--- config.mk ---
export PLATFORM = sky130hd
export DESIGN_NAME = u2_ctrl_core
export DESIGN_NICKNAME = d
export VERILOG_FILES = /design/src/verilog/u2_ctrl_pkg.sv /design/src/verilog/control_regs.sv /design/src/verilog/status_readback.sv /design/src/verilog/u2_ctrl_core.sv /design/src/verilog/vita_timer.sv /design/src/verilog/wb_settings_slave.sv
export SDC_FILE = /design/constraint.sdc
export NUM_CORES = 1
export LEC_CHECK = 0
export BUFFER_PORTS_ARGS = -buffer_cell sky130_fd_sc_hd__buf_2
export CORE_ASPECT_RATIO = 0.6
export CORE_UTILIZATION = 50
export CTS_CLUSTER_SIZE = 24
export DETAILED_ROUTE_END_ITERATION = 6
export PLACE_DENSITY = 0.68
export SETUP_SLACK_MARGIN = 0.15
export SYNTH_ARGS = -nofsm -noshare
export SYNTH_HDL_FRONTEND = slang
export SYNTH_SLANG_ARGS = --single-unit
--- constraint.sdc ---
create_clock -name dsp_clk -period 5.9 [get_ports dsp_clk]
set_input_delay 0.59 -clock dsp_clk [delete_from_list [all_inputs] [get_ports dsp_clk]]
set_output_delay 0.59 -clock dsp_clk [all_outputs]
set_load 0.005 [all_outputs]
--- src/verilog/u2_ctrl_pkg.sv ---
// Shared bus widths, settings map, readback map and signal bundles for the
// radio control core. RTL modules import what they need from here.

package u2_ctrl_pkg;

   ////////////////////////////////////////////////////////////////////////////
   // Wishbone geometry

   localparam int DW = 32;
   localparam int AW = 16;
   localparam int SW = 4;

   // Settings window, 0x2000 to 0x23FF
   localparam logic [AW-1:0] SET_WIN_BASE = 16'h2000;
   localparam logic [AW-1:0] SET_WIN_MASK = 16'hFC00;

   // Readback window, 0x3300 to 0x33FF
   localparam logic [AW-1:0] RB_WIN_BASE = 16'h3300;
   localparam logic [AW-1:0] RB_WIN_MASK = 16'hFF00;

   ////////////////////////////////////////////////////////////////////////////
   // Settings bus addresses

   localparam logic [7:0] SR_CLK     = 8'd0;
   localparam logic [7:0] SR_SER     = 8'd1;
   localparam logic [7:0] SR_ADC     = 8'd2;
   localparam logic [7:0] SR_LED_SW  = 8'd3;
   localparam logic [7:0] SR_PHY     = 8'd4;
   localparam logic [7:0] SR_LED_SRC = 8'd8;
   // Three consecutive words: high, low, mode
   localparam logic [7:0] SR_TIME64  = 8'd192;

   // Readback word indices, all others read zero
   localparam logic [3:0] RB_TIME_HI = 4'd0;
   localparam logic [3:0] RB_TIME_LO = 4'd1;
   localparam logic [3:0] RB_COMPAT  = 4'd2;
   localparam logic [3:0] RB_CYCLES  = 4'd3;
   localparam logic [3:0] RB_STRAPS  = 4'd4;
   localparam logic [3:0] RB_IRQ     = 4'd5;

   ////////////////////////////////////////////////////////////////////////////
   // Bundles

   // Host to slave
   typedef struct packed {
      logic          cyc;
      logic          stb;
      logic          we;
      logic [AW-1:0] adr;
      logic [SW-1:0] sel;
      logic [DW-1:0] dat;
   } wb_req_t;

   // Slave to host
   typedef struct packed {
      logic          ack;
      logic [DW-1:0] dat;
   } wb_rsp_t;

   // One-cycle settings write
   typedef struct packed {
      logic        strobe;
      logic [7:0]  addr;
      logic [31:0] data;
   } settings_write_t;

   // Board control lines, active high
   typedef struct packed {
      logic       clock_ready;
      logic [1:0] clk_en;
      logic [1:0] clk_sel;
      logic       ser_enable;
      logic       ser_prbsen;
      logic       ser_loopen;
      logic       ser_rx_en;
      logic       adc_oe_a;
      logic       adc_on_a;
      logic       adc_oe_b;
      logic       adc_on_b;
      logic       phy_reset;
   } radio_ctrl_t;

endpackage

--- src/verilog/control_regs.sv ---
// Board control registers loaded from the settings bus: clock generator,
// SERDES, ADC, PHY reset and the LED software and source registers.

`timescale 1ns/1ps

module control_regs #(
   parameter logic [7:0] LED_SRC_RESET = 8'b0001_1110
) (
   input  logic                          dsp_clk,
   input  logic                          wb_rst,
   input  u2_ctrl_pkg::settings_write_t  set_i,
   input  logic                          clk_status_i,
   input  logic                          serdes_link_up_i,
   output u2_ctrl_pkg::radio_ctrl_t      ctrl_o,
   output logic [7:0]                    leds_o
);
   import u2_ctrl_pkg::*;

   logic [4:0] clk_q;
   logic [3:0] ser_q;
   logic [3:0] adc_q;
   logic       phy_q;
   logic [7:0] led_sw_q;
   logic [7:0] led_src_q;
   logic [7:0] led_hw;

   ////////////////////////////////////////////////////////////////////////////
   // Register file

   always_ff @(posedge dsp_clk) begin
      if (wb_rst) begin
         clk_q     <= '0;
         ser_q     <= '0;
         adc_q     <= '0;
         phy_q     <= 1'b0;
         led_sw_q  <= '0;
         led_src_q <= LED_SRC_RESET;
      end else if (set_i.strobe) begin
         case (set_i.addr)
            SR_CLK:     clk_q     <= set_i.data[4:0];
            SR_SER:     ser_q     <= set_i.data[3:0];
            SR_ADC:     adc_q     <= set_i.data[3:0];
            SR_LED_SW:  led_sw_q  <= set_i.data[7:0];
            SR_PHY:     phy_q     <= set_i.data[0];
            SR_LED_SRC: led_src_q <= set_i.data[7:0];
            default: ;
         endcase
      end
   end

   // Clock word is {ready, en[1:0], sel[1:0]}
   assign ctrl_o.clock_ready = clk_q[4];
   assign ctrl_o.clk_en      = clk_q[3:2];
   assign ctrl_o.clk_sel     = clk_q[1:0];

   assign ctrl_o.ser_enable  = ser_q[3];
   assign ctrl_o.ser_prbsen  = ser_q[2];
   assign ctrl_o.ser_loopen  = ser_q[1];
   assign ctrl_o.ser_rx_en   = ser_q[0];

   assign ctrl_o.adc_oe_a    = adc_q[3];
   assign ctrl_o.adc_on_a    = adc_q[2];
   assign ctrl_o.adc_oe_b    = adc_q[1];
   assign ctrl_o.adc_on_b    = adc_q[0];

   assign ctrl_o.phy_reset   = phy_q;

   ////////////////////////////////////////////////////////////////////////////
   // LED mix
   // Source bit 1 picks the hardware bit, 0 picks software

   assign led_hw = {5'b0, clk_status_i, serdes_link_up_i, 1'b0};
   assign leds_o = (led_src_q & led_hw) | (~led_src_q & led_sw_q);

   // Register contents move only one edge after a settings strobe
   a_change_needs_strobe : assert property (
      @(posedge dsp_clk) disable iff (wb_rst)
      !$stable({clk_q, ser_q, adc_q, phy_q, led_sw_q, led_src_q}) |->
         $past(set_i.strobe)
   ) else $error("control register changed without a settings strobe");

endmodule

--- src/verilog/status_readback.sv ---
// Readback side of the control core: free-running cycle counter and the
// 16-word mux addressed by the Wishbone slave.

`timescale 1ns/1ps

module status_readback #(
   parameter logic [31:0] COMPAT_NUM = 32'd2
) (
   input  logic                        dsp_clk,
   input  logic                        wb_rst,
   input  logic [3:0]                  rb_index_i,
   input  logic [63:0]                 vita_time_i,
   input  logic                        sim_mode_i,
   input  logic [3:0]                  clock_divider_i,
   input  logic [31:0]                 irq_i,
   output logic [u2_ctrl_pkg::DW-1:0]  rb_word_o
);
   import u2_ctrl_pkg::*;

   logic [31:0] cycle_q;

   // Cycles since reset
   always_ff @(posedge dsp_clk) begin
      if (wb_rst) begin
         cycle_q <= '0;
      end else begin
         cycle_q <= cycle_q + 32'd1;
      end
   end

   ////////////////////////////////////////////////////////////////////////////
   // Word select

   always_comb begin
      case (rb_index_i)
         RB_TIME_HI: rb_word_o = vita_time_i[63:32];
         RB_TIME_LO: rb_word_o = vita_time_i[31:0];
         RB_COMPAT:  rb_word_o = COMPAT_NUM;
         RB_CYCLES:  rb_word_o = cycle_q;
         // Strap pins, sim mode on top
         RB_STRAPS:  rb_word_o = {sim_mode_i, 27'd0, clock_divider_i};
         RB_IRQ:     rb_word_o = irq_i;
         default:    rb_word_o = '0;
      endcase
   end

endmodule

--- src/verilog/u2_ctrl_core.sv ---
// Top of the radio control core. Connects the Wishbone slave, control
// registers, VITA timer and readback mux to the board pins.

`timescale 1ns/1ps

module u2_ctrl_core #(
   parameter logic [7:0]  LED_SRC_RESET = 8'b0001_1110,
   parameter logic [7:0]  TIME_BASE     = u2_ctrl_pkg::SR_TIME64,
   parameter logic [31:0] COMPAT_NUM    = 32'd2
) (
   input  logic                  dsp_clk,
   input  logic                  wb_rst,
   input  u2_ctrl_pkg::wb_req_t  wb_req_i,
   output u2_ctrl_pkg::wb_rsp_t  wb_rsp_o,
   input  logic                  pps_i,
   input  logic                  sim_mode_i,
   input  logic [3:0]            clock_divider_i,
   input  logic                  clk_status_i,
   input  logic                  serdes_link_up_i,
   input  logic                  phy_int_n_i,

   // Clock generator
   output logic                  clock_ready_o,
   output logic [1:0]            clk_en_o,
   output logic [1:0]            clk_sel_o,

   // SERDES
   output logic                  ser_enable_o,
   output logic                  ser_prbsen_o,
   output logic                  ser_loopen_o,
   output logic                  ser_rx_en_o,

   // ADC
   output logic                  adc_oe_a_o,
   output logic                  adc_on_a_o,
   output logic                  adc_oe_b_o,
   output logic                  adc_on_b_o,

   output logic                  phy_reset_n_o,
   output logic [7:0]            leds_o
);
   import u2_ctrl_pkg::*;

   settings_write_t set_bus;
   radio_ctrl_t     ctrl;
   logic [3:0]      rb_index;
   logic [DW-1:0]   rb_word;
   logic [63:0]     vita_time;
   logic            pps_int;
   logic [31:0]     irq_word;

   wb_settings_slave u_slave (
      .dsp_clk    (dsp_clk),
      .wb_rst     (wb_rst),
      .wb_req_i   (wb_req_i),
      .wb_rsp_o   (wb_rsp_o),
      .set_o      (set_bus),
      .rb_index_o (rb_index),
      .rb_word_i  (rb_word)
   );

   control_regs #(.LED_SRC_RESET(LED_SRC_RESET)) u_regs (
      .dsp_clk          (dsp_clk),
      .wb_rst           (wb_rst),
      .set_i            (set_bus),
      .clk_status_i     (clk_status_i),
      .serdes_link_up_i (serdes_link_up_i),
      .ctrl_o           (ctrl),
      .leds_o           (leds_o)
   );

   vita_timer #(.BASE(TIME_BASE)) u_timer (
      .dsp_clk     (dsp_clk),
      .wb_rst      (wb_rst),
      .set_i       (set_bus),
      .pps_i       (pps_i),
      .vita_time_o (vita_time),
      .pps_int_o   (pps_int)
   );

   // Interrupt sources, same bit positions as the full board
   assign irq_word = {20'd0, clk_status_i, serdes_link_up_i, 2'b00,
                      pps_int, 2'b00, phy_int_n_i, 4'd0};

   status_readback #(.COMPAT_NUM(COMPAT_NUM)) u_readback (
      .dsp_clk         (dsp_clk),
      .wb_rst          (wb_rst),
      .rb_index_i      (rb_index),
      .vita_time_i     (vita_time),
      .sim_mode_i      (sim_mode_i),
      .clock_divider_i (clock_divider_i),
      .irq_i           (irq_word),
      .rb_word_o       (rb_word)
   );

   ////////////////////////////////////////////////////////////////////////////
   // Pins

   assign clock_ready_o = ctrl.clock_ready;
   assign clk_en_o      = ctrl.clk_en;
   assign clk_sel_o     = ctrl.clk_sel;
   assign ser_enable_o  = ctrl.ser_enable;
   assign ser_prbsen_o  = ctrl.ser_prbsen;
   assign ser_loopen_o  = ctrl.ser_loopen;
   assign ser_rx_en_o   = ctrl.ser_rx_en;
   assign adc_oe_a_o    = ctrl.adc_oe_a;
   assign adc_on_a_o    = ctrl.adc_on_a;
   assign adc_oe_b_o    = ctrl.adc_oe_b;
   assign adc_on_b_o    = ctrl.adc_on_b;
   // PHY reset pin is active low
   assign phy_reset_n_o = ~ctrl.phy_reset;

endmodule

--- src/verilog/vita_timer.sv ---
// 64-bit VITA time counter. The time is loaded from the settings bus either
// at once or at the next PPS rising edge, and PPS raises a one-cycle interrupt.

`timescale 1ns/1ps

module vita_timer #(
   parameter logic [7:0] BASE = u2_ctrl_pkg::SR_TIME64
) (
   input  logic                          dsp_clk,
   input  logic                          wb_rst,
   input  u2_ctrl_pkg::settings_write_t  set_i,
   input  logic                          pps_i,
   output logic [63:0]                   vita_time_o,
   output logic                          pps_int_o
);

   localparam logic [7:0] ADDR_HI   = BASE;
   localparam logic [7:0] ADDR_LO   = BASE + 8'd1;
   localparam logic [7:0] ADDR_MODE = BASE + 8'd2;

   logic [31:0] pend_hi_q;
   logic [31:0] pend_lo_q;
   logic        pps_meta_q;
   logic        pps_sync_q;
   logic        pps_prev_q;
   logic        pps_edge;
   logic        armed_q;
   logic        mode_wr;
   logic [63:0] time_q;
   logic        pps_int_q;

   assign mode_wr  = set_i.strobe && (set_i.addr == ADDR_MODE);
   assign pps_edge = pps_sync_q & ~pps_prev_q;

   // Pending time words
   always_ff @(posedge dsp_clk) begin
      if (set_i.strobe && (set_i.addr == ADDR_HI)) begin
         pend_hi_q <= set_i.data;
      end
      if (set_i.strobe && (set_i.addr == ADDR_LO)) begin
         pend_lo_q <= set_i.data;
      end
   end

   ////////////////////////////////////////////////////////////////////////////
   // PPS synchronizer, counter and load control

   always_ff @(posedge dsp_clk) begin
      if (wb_rst) begin
         pps_meta_q <= 1'b0;
         pps_sync_q <= 1'b0;
         pps_prev_q <= 1'b0;
         pps_int_q  <= 1'b0;
         armed_q    <= 1'b0;
         time_q     <= '0;
      end else begin
         pps_meta_q <= pps_i;
         pps_sync_q <= pps_meta_q;
         pps_prev_q <= pps_sync_q;
         pps_int_q  <= pps_edge;

         if (mode_wr && set_i.data[0]) begin
            // Load now
            time_q  <= {pend_hi_q, pend_lo_q};
            armed_q <= 1'b0;
         end else if (mode_wr) begin
            // Wait for the next edge, keep counting meanwhile
            armed_q <= 1'b1;
            time_q  <= time_q + 64'd1;
         end else if (armed_q && pps_edge) begin
            time_q  <= {pend_hi_q, pend_lo_q};
            armed_q <= 1'b0;
         end else begin
            time_q  <= time_q + 64'd1;
         end
      end
   end

   assign vita_time_o = time_q;
   assign pps_int_o   = pps_int_q;

   // An armed load is taken on the PPS edge and the time follows it
   a_pps_load : assert property (
      @(posedge dsp_clk) disable iff (wb_rst)
      (armed_q && pps_edge && !mode_wr) |=>
         (!armed_q && time_q == $past({pend_hi_q, pend_lo_q}))
   ) else $error("armed time load not taken at PPS edge");

endmodule

--- src/verilog/wb_settings_slave.sv ---
// Wishbone classic slave for the control core. Writes into the settings
// window become one-cycle settings strobes, reads return readback words.

`timescale 1ns/1ps

module wb_settings_slave (
   input  logic                          dsp_clk,
   input  logic                          wb_rst,
   input  u2_ctrl_pkg::wb_req_t          wb_req_i,
   output u2_ctrl_pkg::wb_rsp_t          wb_rsp_o,
   output u2_ctrl_pkg::settings_write_t  set_o,
   output logic [3:0]                    rb_index_o,
   input  logic [u2_ctrl_pkg::DW-1:0]    rb_word_i
);
   import u2_ctrl_pkg::*;

   logic          ack_q;
   logic          req_take;
   logic          set_win_hit;
   logic          rb_win_hit;
   logic          set_stb_q;
   logic [7:0]    set_addr_q;
   logic [31:0]   set_data_q;
   logic [DW-1:0] rd_dat_q;

   ////////////////////////////////////////////////////////////////////////////
   // Window decode

   assign set_win_hit = (wb_req_i.adr & SET_WIN_MASK) == SET_WIN_BASE;
   assign rb_win_hit  = (wb_req_i.adr & RB_WIN_MASK) == RB_WIN_BASE;

   // Word index into the readback mux
   assign rb_index_o = wb_req_i.adr[5:2];

   // New cycle only when no ack is pending, so stb held over the ack edge
   // does not start a second transfer
   assign req_take = wb_req_i.cyc & wb_req_i.stb & ~ack_q;

   ////////////////////////////////////////////////////////////////////////////
   // Handshake and strobe

   always_ff @(posedge dsp_clk) begin
      if (wb_rst) begin
         ack_q     <= 1'b0;
         set_stb_q <= 1'b0;
      end else begin
         ack_q     <= req_take;
         set_stb_q <= req_take & wb_req_i.we & set_win_hit;
      end
   end

   // Address, write data and read data captured with the ack
   always_ff @(posedge dsp_clk) begin
      if (req_take) begin
         set_addr_q <= wb_req_i.adr[9:2];
         set_data_q <= wb_req_i.dat;
         if (!wb_req_i.we && rb_win_hit) begin
            rd_dat_q <= rb_word_i;
         end else begin
            rd_dat_q <= '0;
         end
      end
   end

   assign wb_rsp_o.ack = ack_q;
   assign wb_rsp_o.dat = rd_dat_q;

   assign set_o.strobe = set_stb_q;
   assign set_o.addr   = set_addr_q;
   assign set_o.data   = set_data_q;

   ////////////////////////////////////////////////////////////////////////////
   // Checks

   // Single-cycle ack even while the master still holds stb
   a_ack_one_cycle : assert property (
      @(posedge dsp_clk) disable iff (wb_rst)
      wb_rsp_o.ack |=> !wb_rsp_o.ack
   ) else $error("wb ack held high for two cycles");

endmodule
; Yosys cells after proc, flatten, opt, wreduce, memory -nomap -nowiden
; Cells that the tools add are included.
[op_classes]
n_bitwise = 12
n_reduce_logical = 17
eq_ne = 15
add_sub_neg = 2
n_mux = 6
[ops]
columns = op, n
row1 = 2-to-1 mux 64 bit, 3
row2 = case mux 32 bit (6 select lines), 1
row3 = adder 64 x 1 -> 64 bit (second input constant), 1
row4 = adder 32 x 1 -> 32 bit (second input constant), 1
row5 = == test 8 bit (second input constant), 3
row6 = == test 8 x 2 -> 1 bit (second input constant), 2
row7 = AND reduction 2 bit, 6
row8 = bitwise AND 8 x 3 -> 8 bit, 1
row9 = bitwise AND 8 bit, 1
row10 = == test 4 x 2 -> 1 bit (second input constant), 2
row11 = == test 4 x 3 -> 1 bit (second input constant), 2
row12 = == test 8 x 1 -> 1 bit (second input constant), 1
row13 = == test 8 x 3 -> 1 bit (second input constant), 1
row14 = == test 8 x 4 -> 1 bit (second input constant), 1
row15 = == test 8 x 6 -> 1 bit (second input constant), 1
row16 = logical NOT 8 bit, 1
row17 = NOT 8 bit, 1
row18 = OR 8 bit, 1
row19 = == test 6 x 4 -> 1 bit (second input constant), 1
row20 = logical AND 1 bit, 6
row21 = bitwise AND 1 bit, 5
row22 = == test 4 x 1 -> 1 bit (second input constant), 1
row23 = logical NOT 4 bit, 1
row24 = NOT 1 bit, 3
row25 = other kinds (4), 5
[word_totals]
register_bits = 269
inputBits = 66
elab_cells = 72
output_inout_bits = 55

; Depth between registers and ports, before layout
; Gate-level depths: netlist of the first run.
[depth]
ltp_word = 6
depth_mapped = 7
depth_no_buf = 6

; Modules after synthesis
; A second synthesis of the first run with hierarchy kept.
[hier_totals]
hier_cells = 1064
hier_area_um2 = 12134.1
[by_module_without_submodules]
columns = module, seq_area_each_um2, instances, area_each_um2, cells_each
row1 = vita_timer, 3303.2, 1, 5581.6, 503
row2 = wb_settings_slave, 2202.1, 1, 2919.0, 163
row3 = status_readback, 640.6, 1, 2232.1, 266
row4 = control_regs, 600.6, 1, 1393.8, 130
row5 = u2_ctrl_core, 0.0, 1, 7.5, 2

; Worst setup path before layout of the first run
; No wires, ideal clock.
[synth_timing]
path_type = input to register
start = input port wb_req_i[54] in the netlist's numbering
end = register u_slave.rd_dat_q[0] (enable)
path_stages = 2
arrival_ps = 3671
setup_slack_ps = 1725
required_time_ps = 5397
setup_time_ps = 503
path_buffers = 0
cell_sequence = nand2_1 > nor2_1
[synth_via]
elab_chain_cells = 2
[synth_lines]
columns = element, line_no
row1 = start: declaration, u2_ctrl_core.sv:13  ; input u2_ctrl_pkg::wb_req_t wb_req_i,
row2 = bitwise AND 1 bit (2 in series), wb_settings_slave.sv:37  ; assign req_take = wb_req_i.cyc & wb_req_i.stb & ~ack_q;
row3 = via u_slave.req_take, wb_settings_slave.sv:18  ; logic req_take;
row4 = end signal: assignment, wb_settings_slave.sv:58  ; rd_dat_q <= rb_word_i;
row5 = end: declaration, wb_settings_slave.sv:24  ; logic [DW-1:0] rd_dat_q;
; The timed path passes the listed nets, and every way through them passes these cells.
; A chain may end at the register's enable or synchronous reset.

; Worst setup path after layout of the first run
[layout_timing]
start = register u_slave.set_addr_q[4]
end = register u_timer.time_q[61], in the netlist u_timer.vita_time_o[61]
[layout_via]
elab_chain_cells = 4
elab_cells_between_ends = 5
cone_classes = eq/ne (1) / mux (2) / reduce/logical (2)
[layout_lines]
columns = element, line_no
row1 = start: declaration, wb_settings_slave.sv:22  ; logic [7:0] set_addr_q;
row2 = start signal: assignment, wb_settings_slave.sv:55  ; set_addr_q <= wb_req_i.adr[9:2];
row3 = == test 8 bit *, vita_timer.sv:32  ; assign mode_wr = set_i.strobe && (set_i.addr == ADDR_MODE);
row4 = logical AND 1 bit *, vita_timer.sv:32
row5 = 2-to-1 mux 64 bit / logical AND 1 bit (equally long branches), "vita_timer.sv:66, vita_timer.sv:62"
row6 = 2-to-1 mux 64 bit *, vita_timer.sv:62  ; if (mode_wr && set_i.data[0]) begin
row7 = end signal: assignment, vita_timer.sv:64  ; time_q <= {pend_hi_q, pend_lo_q};
row8 = end signal: assignment, vita_timer.sv:69  ; time_q <= time_q + 64'd1;
row9 = end signal: assignment, vita_timer.sv:71  ; time_q <= {pend_hi_q, pend_lo_q};
row10 = end: declaration, vita_timer.sv:29  ; logic [63:0] time_q;
; Every way passes the cells marked *; elsewhere a longest branch is shown, timed or not.

==> flow_summary.toml, run 1 <==
[timing]
finalClockSkew_ns = 0.0258
worst-slew-pin-transition_ns = 1.12
timing.final.max_slew_violations = 0
setup-tns-final_ns = 0
final.period_utilization_pct = 51.3
maxClockFrequency_mhz = 330
whs_ns = 0.231
maxSlewHeadroom_pct = 24.7
grt_setup_unrepaired = "no"
final-hold-violation-count = 0
period_minus_slack_ns = 3.03
timing.final.setup_violations = 0

[layout]
syn_to_final_growth_pct = 13.6
post_route_cells_drive_above_1_share_pct = 17.8
multiInputGateArea_um2 = 4550
seqCellArea_um2 = 6750
finalNetCount = 1196
design_area_um2 = 13200
diodes = 0
n_fill_cell = 1909
final_common_cell = "sky130_fd_sc_hd__nor2_1"
most-common-layout-cells = "172 x sky130_fd_sc_hd__nor2_1, 136 x sky130_fd_sc_hd__edfxtp_1, 133 x sky130_fd_sc_hd__dfxtp_1"

[critical_path]
critPathMaxFanout = 122
setup.worst_path.class = "flip-flop to flip-flop"
critical_path.startpoint_type = "flip-flop"
arrival_ns = 3.45
critical_path.cell_chain = "nand4bb_1 -> nor3_1 -> mux2i_4 -> buf_12 -> nor2_1 -> a311oi_1"
critical_path_required_time_ns = 6.32
worst_r2r_path_depth = 6
critical_path_buffer_and_inverter_count = 1
endpoint_kind = "flip-flop"
timing.reg2reg.setup_slack_ns = 2.87
timing.rr.start = "u_slave.set_addr_q[4]$_DFFE_PP_"
critical-path-top-delay-family = "simple AND/OR/NAND/NOR gates"
max_stage_delay_ns = 0.93
critPathSlowestCell = "sky130_fd_sc_hd__nor3_1"
rr_endpoint = "u_timer.vita_time_o[61]$_SDFF_PP0_"

[global_route]
grt_util_met3_pct = 4.81
groute.layer.met2.usage_pct = 29.9
global_route_wire_length_before_repair_um = 43800
largest_net_degree_at_the_start_of_global_routing = 123
globalRoute.totalOverflow = 0
gr-max-usage-layer = "met1"
grt_util_all_layers_pct = 24.1
via_count_of_the_first_global_routing_pass = 7515
global_route.usage.met1_pct = 41.5
grt_antenna_before_repair = 0

[synth]
synth_enable_flop_cells = 136
yosys_warnings = 0
synth_area_per_cell_um2 = 11.2
ys.flop_type = "sky130_fd_sc_hd__edfxtp_1"
synthArstFlopShare_pct = 0
ys_seq_elements = 269
synth_largest_area_cell = "sky130_fd_sc_hd__edfxtp_1"
post_synth_design_cell_area_um2 = 11600
yosys.cell_types.count = 58
yosys_top_cell_area_share_pct = 35.1
ys_seq_area_share_pct = 58.0
netlist_top_cells_area = "sky130_fd_sc_hd__edfxtp_1 35%, sky130_fd_sc_hd__dfxtp_1 23%, sky130_fd_sc_hd__nor2_1 5.6%, sky130_fd_sc_hd__mux2i_1 3.0%, sky130_fd_sc_hd__a211oi_1 2.8%"
mappedNetlistNets = 1104
synthesis.instances = 1036

[clock_network]
clk_pin_slew_ns = 0.07
cts_repair_resize_count = 0
h-tree-depth = 1
clock_tree.root_cell = "sky130_fd_sc_hd__clkbuf_16"
cts_buffer_depth = 3
cts_hold_buf = 0
numCtsBuffers = 25
cts_sinks = 269
post-cts-setup-buffers = 0
cts_tree = "built"
insertion_delay_ns = 0.53

[floorplanning]
die-height_um = 120
io_pins = 121
core_region_area_um2 = 22400
floorplan.die.width_um = 199
floorplan.die_area_um2 = 23900
placement_rows = 42
floorplan.initialDensity_pct = 51.8

[placed_design]
detailed_place_hpwl_um = 20000
placed_area_um2 = 12400
numPortBuffers = 114
finalWeightedCongestion = 0.932

[power_and_ir_drop]
vdd.ir_drop.worst_uv = 184
design_power_total_w = 0.00373
power_per_cell_area_nw_per_um2 = 282
static-leakage-power_nw = 4.45

[worst_hold_path]
launch_instance_of_the_worst_min_delay_path = "wb_req_i[12]"
worstHoldPathCells = 1
min_delay_worst_type = "input pin to flip-flop"
end_of_the_worst_hold_path = "u_slave.set_data_q[12]$_DFFE_PP_"

[drt]
dr_total_vias = 8457
drc = 0
first_pass_iters = 7
drtIter0Drc = 989
wire_per_inst_um = 19.8
vias_per_cell = 5.81
postRouteWirelength_um = 28800
drt.antenna.violating_nets = 0

[run_status]
status = "finished clean"

[flow_run]
maxCapViolCount = 0
==> power breakdown <==
group / internal [W] / switching (W)
registers: 0.00198 / 0.0000192
clock network: 0.000928 / 0.000696
logic: 0.0000368 / 0.0000621
total: 0.00295 / 0.000778
==> Yosys cell counts (15+ instances only) <==
cell / instances
sky130_fd_sc_hd__a211oi_1: 44
sky130_fd_sc_hd__a22oi_1: 35
sky130_fd_sc_hd__a311oi_1: 15
sky130_fd_sc_hd__clkbuf_1: 40
sky130_fd_sc_hd__dfxtp_1: 133
sky130_fd_sc_hd__edfxtp_1: 136
sky130_fd_sc_hd__inv_1: 19
sky130_fd_sc_hd__mux2_2: 26
sky130_fd_sc_hd__mux2i_1: 35
sky130_fd_sc_hd__nand2_1: 42
sky130_fd_sc_hd__nand3_1: 37
sky130_fd_sc_hd__nand4_1: 41
sky130_fd_sc_hd__nor2_1: 174
sky130_fd_sc_hd__nor3_1: 15
sky130_fd_sc_hd__xnor2_1: 29
sky130_fd_sc_hd__xor2_1: 37
==> state kept, by name, indices dropped and copies added, names as in the netlist, 4 cells and up <==
name	flops
u_regs.clk_q	5
u_regs.adc_q	4
u_timer.pend_lo_q	32
u_slave.rd_dat_q	32
u_regs.led_src_q	8
u_slave.set_data_q	32
u_regs.ser_q	4
u_slave.set_addr_q	8
u_timer.vita_time_o	64
u_readback.cycle_q	32
u_regs.led_sw_q	8
u_timer.pend_hi_q	32
==> metrics by stage <==
step / util [%] / worst slack, ns / std cells
final: 58.9 / 2.87 / 1455
after global routing: 58.9 / 2.78 / 1455
after CTS: 58.9 / 2.93 / 1455
after detailed placement: 55.2 / 2.97 / 1409
after global placement: 55.2 / 3.01 / 1409
after floorplan: - / 1.73 / 1036
==> worst max-delay path by stage <==
stage	cells past startpoint	endpoint	slack (ns)	from
2_1_floorplan	2	u_slave.rd_dat_q[0]$_SDFFCE_PN0P_	1.73	wb_req_i[54]
3_3_place_gp	6	u_timer.vita_time_o[61]$_SDFF_PP0_	3.01	u_slave.set_addr_q[4]$_DFFE_PP_
3_5_place_dp	6	u_timer.vita_time_o[61]$_SDFF_PP0_	2.97	u_slave.set_addr_q[4]$_DFFE_PP_
4_1_cts	6	u_timer.vita_time_o[61]$_SDFF_PP0_	2.93	u_slave.set_addr_q[4]$_DFFE_PP_
5_1_grt	6	u_timer.vita_time_o[61]$_SDFF_PP0_	2.78	u_slave.set_addr_q[4]$_DFFE_PP_
6_report	6	u_timer.vita_time_o[61]$_SDFF_PP0_	2.87	u_slave.set_addr_q[4]$_DFFE_PP_
==> kinds of logic after synthesis <==
family / share of synthesized area [%]
simple gates: 19.0
flops: 58.0
compound gates: 9.22
buf+inv: 3.04
xor+xnor: 4.97
mux: 5.53
fa+ha+maj: 0.215
==> per-layer routing <==
metal,vias up,wire (um)
li1,4024,-
met1,4055,15000
met2,340,10500
met3,38,2910
met4,0,416
met5,-,0
==> layout make-up <==
| type | count | share of cell area, % |
|---|---|---|
| clock inverters | 14 | 1.14 |
| well taps | 308 | 2.92 |
| clock buffers | 32 | 5.01 |
| multi-input cells | 692 | 34.5 |
| inverters | 19 | 0.540 |
| repair buffers | 121 | 4.83 |
| flip-flops and latches | 269 | 51.1 |
No activity file was read; power rests on OpenSTA's default activity.
==> inputs of run 2 (changes only) <==
==> constraint.sdc (replaced) <==
create_clock -name dsp_clk -period 2.8 [get_ports dsp_clk]
set_input_delay 0.28 -clock dsp_clk [delete_from_list [all_inputs] [get_ports dsp_clk]]
set_output_delay 0.28 -clock dsp_clk [all_outputs]
set_load 0.005 [all_outputs]
==> flow_summary.toml, run 2 (synthesis results as in run 1) <==
[timing]
period_minus_slack_ns = 2.52
maxSlewHeadroom_pct = 56.2
whs_ns = 0.0408
finalClockSkew_ns = 0.0102
timing.final.max_slew_violations = 0
final-hold-violation-count = 0
final.period_utilization_pct = 89.8
grt_setup_unrepaired = "no"
timing.final.setup_violations = 0
worst-slew-pin-transition_ns = 0.657
maxClockFrequency_mhz = 398
setup_slack_ns = 0.285
setup-tns-final_ns = 0

[drt]
first_pass_iters = 5
dr_total_vias = 8707
wire_per_inst_um = 19.3
vias_per_cell = 5.72
postRouteWirelength_um = 29400
drc = 0
drt.antenna.violating_nets = 0
drtIter0Drc = 1051

[layout]
largest_reg_flops = 64
n_fill_cell = 1825
seqCellArea_um2 = 6750
most-common-layout-cells = "172 x sky130_fd_sc_hd__nor2_1, 136 x sky130_fd_sc_hd__edfxtp_1, 133 x sky130_fd_sc_hd__dfxtp_1"
diodes = 0
final_common_cell = "sky130_fd_sc_hd__nor2_1"
post_route_cells_drive_above_1_share_pct = 19.5
finalNetCount = 1262
stdcell_count = 1521
multiInputGateArea_um2 = 4560
syn_to_final_growth_pct = 19.2

[placed_design]
detailed_place_hpwl_um = 21000
dpl.cell_count = 1438
numPortBuffers = 114
finalWeightedCongestion = 0.980
preCtsSetupSlack_ns = 0.383

[critical_path]
max_stage_delay_ns = 0.48
critPathSlowestCell = "sky130_fd_sc_hd__or4_1"
setup.worst_path.class = "flip-flop to flip-flop"
critical_path.cell_chain = "ha_1 -> nand3_2 -> nor4_4 -> buf_4 -> nand4_1 -> or4_1 -> a311oi_1"
critical_path_required_time_ns = 3.24
endpoint_kind = "flip-flop"
critical_path.startpoint_type = "flip-flop"
timing.rr.start = "u_timer.vita_time_o[0]$_SDFF_PP0_"
critPathMaxFanout = 7
arrival_ns = 2.95
critical_path.endpoint = "u_timer.vita_time_o[58]$_SDFF_PP0_"
worst_setup_path_startpoint = "u_timer.vita_time_o[0]$_SDFF_PP0_"
worst_r2r_path_depth = 7
timing.reg2reg.setup_slack_ns = 0.28
rr_endpoint = "u_timer.vita_time_o[58]$_SDFF_PP0_"

[worst_hold_path]
launch_instance_of_the_worst_min_delay_path = "wb_req_i[41]"
min_delay_worst_type = "input pin to flip-flop"

[floorplanning]
io_pins = 121
core_region_area_um2 = 22400
floorplan.initialDensity_pct = 51.8
die-height_um = 120
floorplan.die_area_um2 = 23900
floorplan.die.width_um = 199
placement_rows = 42

[clock_network]
clock_tree.root_cell = "sky130_fd_sc_hd__clkbuf_16"
numCtsBuffers = 25
cts_sinks = 269
h-tree-depth = 1
clk_pin_slew_ns = 0.07
post-cts-setup-buffers = 0
cts_tree = "built"
cts_buffer_depth = 3
insertion_delay_ns = 0.53

[power_and_ir_drop]
vdd.ir_drop.worst_uv = 488
static-leakage-power_nw = 4.78
power_per_cell_area_nw_per_um2 = 569

[flow_run]
maxCapViolCount = 0

[run_status]
status = "finished clean"

[global_route]
grt_util_all_layers_pct = 25.0
largest_net_degree_at_the_start_of_global_routing = 53
globalRoute.totalOverflow = 0
via_count_of_the_first_global_routing_pass = 7778
grt_antenna_before_repair = 0
global_route_wire_length_before_repair_um = 45400
[run 2: cell count changes in the layout (fill, tap and decap cells not counted), sizes merged]
cell	previous run	this run
dlygate4sd3	0	37
buf	121	150
clkbuf	32	38
clkinv	7	4
bufinv	3	1
inv	21	20
[run 2: per-stage QoR]
| stage | utilization (%) | cell area [um^2] | total power [W] |
|---|---|---|---|
| floorplan | - | 11600 | 0.00441 |
| global placement | 56.4 | 12700 | 0.00451 |
| detailed placement | 56.4 | 12700 | 0.00452 |
| CTS | 61.8 | 13900 | 0.00795 |
| global route | 61.8 | 13900 | 0.00814 |
| finish | 61.8 | 13900 | 0.00788 |
[run 2: critical path: cells and delay by family, from the launching register on]
family	cells	cell delay, ns
buffers and inverters	1	0.21
adder cells (fa/ha/maj)	1	0.26
AND/OR/NAND/NOR	4	1.22
flip-flops	1	0.47
AO/OA/AOI/OAI	1	0.26
[run 2: per-layer routing]
layer  global-route usage [%]  vias up  routed length, um
met5                        0        -                  0
met4                     3.61        0                338
met3                     4.78       27               3040
met2                     31.3      377              10800
met1                     43.3     4136              15200
li1                         -     4167                  -
[run 2: repair_timing]
item / in CTS / in global routing
resized for setup: 0 / 0
endpoints found under the hold margin: 37 / 0
hold buffers: 37 / 0
[run 2: worst min-delay path by stage]
| stage | to | cells past startpoint |
|---|---|---|
| 6_report | u_slave.set_addr_q[3]$_DFFE_PP_ | 1 |
| 5_1_grt | u_slave.set_addr_q[3]$_DFFE_PP_ | 1 |
| 4_1_cts | u_slave.set_addr_q[3]$_DFFE_PP_ | 1 |
| 3_5_place_dp | u_timer.pps_sync_q$_SDFF_PP0_ | 1 |
| 3_3_place_gp | u_timer.pps_sync_q$_SDFF_PP0_ | 1 |
| 2_1_floorplan | u_slave.set_addr_q[0]$_DFFE_PP_ | 0 |
[run 2: final cells by class]
type,instances,share of cell area [%]
Sequential cell,269,48.7
Clock inverter,8,0.533
Clock buffer,38,5.46
Inverter,19,0.515
Tap cell,308,2.78
Timing Repair Buffer,187,9.12
Multi-Input combinational cell,692,32.9
[run 2: report_power, final]
group	internal, W	total, W	switching, W	leakage [nW]
clock	0.00196	0.00341	0.00145	0.404
sequential	0.00418	0.00422	0.0000388	2.33
combinational	0.000116	0.000252	0.000136	2.05
==> inputs of run 3 (changes only) <==
--- a/config.mk
+++ b/config.mk
@@ -10,7 +10,7 @@
 export CORE_UTILIZATION = 50
 export CTS_CLUSTER_SIZE = 24
 export DETAILED_ROUTE_END_ITERATION = 6
-export PLACE_DENSITY = 0.68
+export PLACE_DENSITY_LB_ADDON = 0.1
 export SETUP_SLACK_MARGIN = 0.15
 export SYNTH_ARGS = -nofsm -noshare
 export SYNTH_HDL_FRONTEND = slang
==> flow_summary.toml, run 3 (synthesis results as in run 1) <==
[global_route]
globalRoute.totalOverflow = 0
grt_antenna_before_repair = 0
via_count_of_the_first_global_routing_pass = 7903
grt_util_all_layers_pct = 25.9
largest_net_degree_at_the_start_of_global_routing = 76
global_route_wire_length_before_repair_um = 46400

[power_and_ir_drop]
power.share.switching_pct = 21.1
vdd.ir_drop.worst_uv = 392
static-leakage-power_nw = 4.82
seq_power_share_pct = 52.8
p_int_w = 0.00631
design_power_total_w = 0.00800
power_per_cell_area_nw_per_um2 = 574
power.share.clock_pct = 44.0
combinational_fraction_of_design_power_pct = 3.2
power.net_switching_w = 0.00169

[timing]
final.period_utilization_pct = 89.4
maxClockFrequency_mhz = 400
whs_ns = 0.0539
finalClockSkew_ns = 0.0196
worst-slew-pin-transition_ns = 0.582
timing.final.setup_violations = 0
final-hold-violation-count = 0
maxSlewHeadroom_pct = 60.8
period_minus_slack_ns = 2.50
setup-tns-final_ns = 0
grt_setup_unrepaired = "no"
timing.final.max_slew_violations = 0

[layout]
final_util_pct = 62.1
diodes = 0
largest_reg_flops = 64
final_common_cell = "sky130_fd_sc_hd__nor2_1"
stdcell_count = 1528
syn_to_final_growth_pct = 19.9
post_route_cells_drive_above_1_share_pct = 19.9
most-common-layout-cells = "172 x sky130_fd_sc_hd__nor2_1, 136 x sky130_fd_sc_hd__edfxtp_1, 133 x sky130_fd_sc_hd__dfxtp_1"
finalNetCount = 1268

[clock_network]
numCtsBuffers = 26
clock_tree.root_cell = "sky130_fd_sc_hd__clkbuf_16"
cts_tree = "built"
h-tree-depth = 1
insertion_delay_ns = 0.56
cts_buffer_depth = 3
clk_pin_slew_ns = 0.06
cts_sinks = 269

[critical_path]
critical_path_required_time_ns = 3.27
critPathMaxFanout = 7
setup.worst_path.class = "flip-flop to flip-flop"
critical_path.startpoint_type = "flip-flop"
arrival_ns = 2.97
endpoint_kind = "flip-flop"

[drt]
postRouteWirelength_um = 30000
drt.antenna.violating_nets = 0
drc = 0
vias_per_cell = 5.66
wire_per_inst_um = 19.6
dr_total_vias = 8651
drtIter0Drc = 1057
first_pass_iters = 5

[floorplanning]
io_pins = 121
core_region_area_um2 = 22400
floorplan.die_area_um2 = 23900
placement_rows = 42
die-height_um = 120
floorplan.initialDensity_pct = 51.8
floorplan.die.width_um = 199

[run_status]
status = "finished clean"

[flow_run]
maxCapViolCount = 0

[placed_design]
finalWeightedCongestion = 0.916
detailed_place_hpwl_um = 21100
numPortBuffers = 114
dpl.cell_count = 1440

[worst_hold_path]
min_delay_worst_type = "input pin to flip-flop"
run 3: power groups by stage:
stage / clock (W) / sequential (W) / combinational, W
2_1_floorplan: 0 / 0.00430 / 0.000117
3_3_place_gp: 0 / 0.00430 / 0.000217
3_5_place_dp: 0 / 0.00431 / 0.000220
4_1_cts: 0.00359 / 0.00422 / 0.000260
5_1_grt: 0.00375 / 0.00422 / 0.000285
6_report: 0.00352 / 0.00422 / 0.000260
run 3: path summary, 6_finish.rpt:
kind                                                        start                                 end  slack [ns]  depth (start not counted)
worst max-delay path            u_timer.vita_time_o[0]$_SDFF_PP0_  u_timer.vita_time_o[38]$_SDFF_PP0_        0.30                          7
worst min-delay path                                 wb_req_i[52]        u_slave.set_stb_q$_SDFF_PP0_        0.05                          2
worst max register to register  u_timer.vita_time_o[0]$_SDFF_PP0_  u_timer.vita_time_o[38]$_SDFF_PP0_        0.30                          7
worst min register to register   u_slave.set_data_q[15]$_DFFE_PP_     u_timer.pend_hi_q[15]$_DFFE_PP_        0.44                          0
run 3: metal layers:
metal,track usage (%),share of wire [%],vias up,routed length [um]
li1,-,-,4172,-
met1,43.5,53,4130,15900
met2,32.3,36,314,10900
met3,6.55,9.2,35,2760
met4,4.52,1.3,0,401
met5,0,0,-,0
run 3: final cells by class:
type                    count  area [um^2]
clock buffers              35          724
clock inverters            13          133
fillers                  1876         8500
inverters                  19         71.3
multi-input cells         692         4560
flip-flops and latches    269         6750
well taps                 308          385
repair buffers            192         1320
run 3: timing repair:
action	in CTS	in global routing
resized for setup	0	0
endpoints found under the hold margin	38	0
setup buffers	0	2
hold buffers	38	0
endpoints found under the setup margin	0	1
run 3: critical path, stage by stage, from the launching register on:
cell	delay, ns
sky130_fd_sc_hd__dfxtp_1	0.45
sky130_fd_sc_hd__ha_1	0.25
sky130_fd_sc_hd__nand3_2	0.18
sky130_fd_sc_hd__nor4_4	0.38
sky130_fd_sc_hd__buf_4	0.21
sky130_fd_sc_hd__nand3_1	0.23
sky130_fd_sc_hd__or4_1	0.46
sky130_fd_sc_hd__a311oi_1	0.26
run 3: through the flow:
step                      worst slack [ns]  instance area [um^2]
after CTS                            0.333                 13900
after global placement               0.379                 12700
after detailed placement             0.347                 12700
after global routing                 0.158                 13900
after floorplan                      0.159                 11600
final                                0.298                 13900
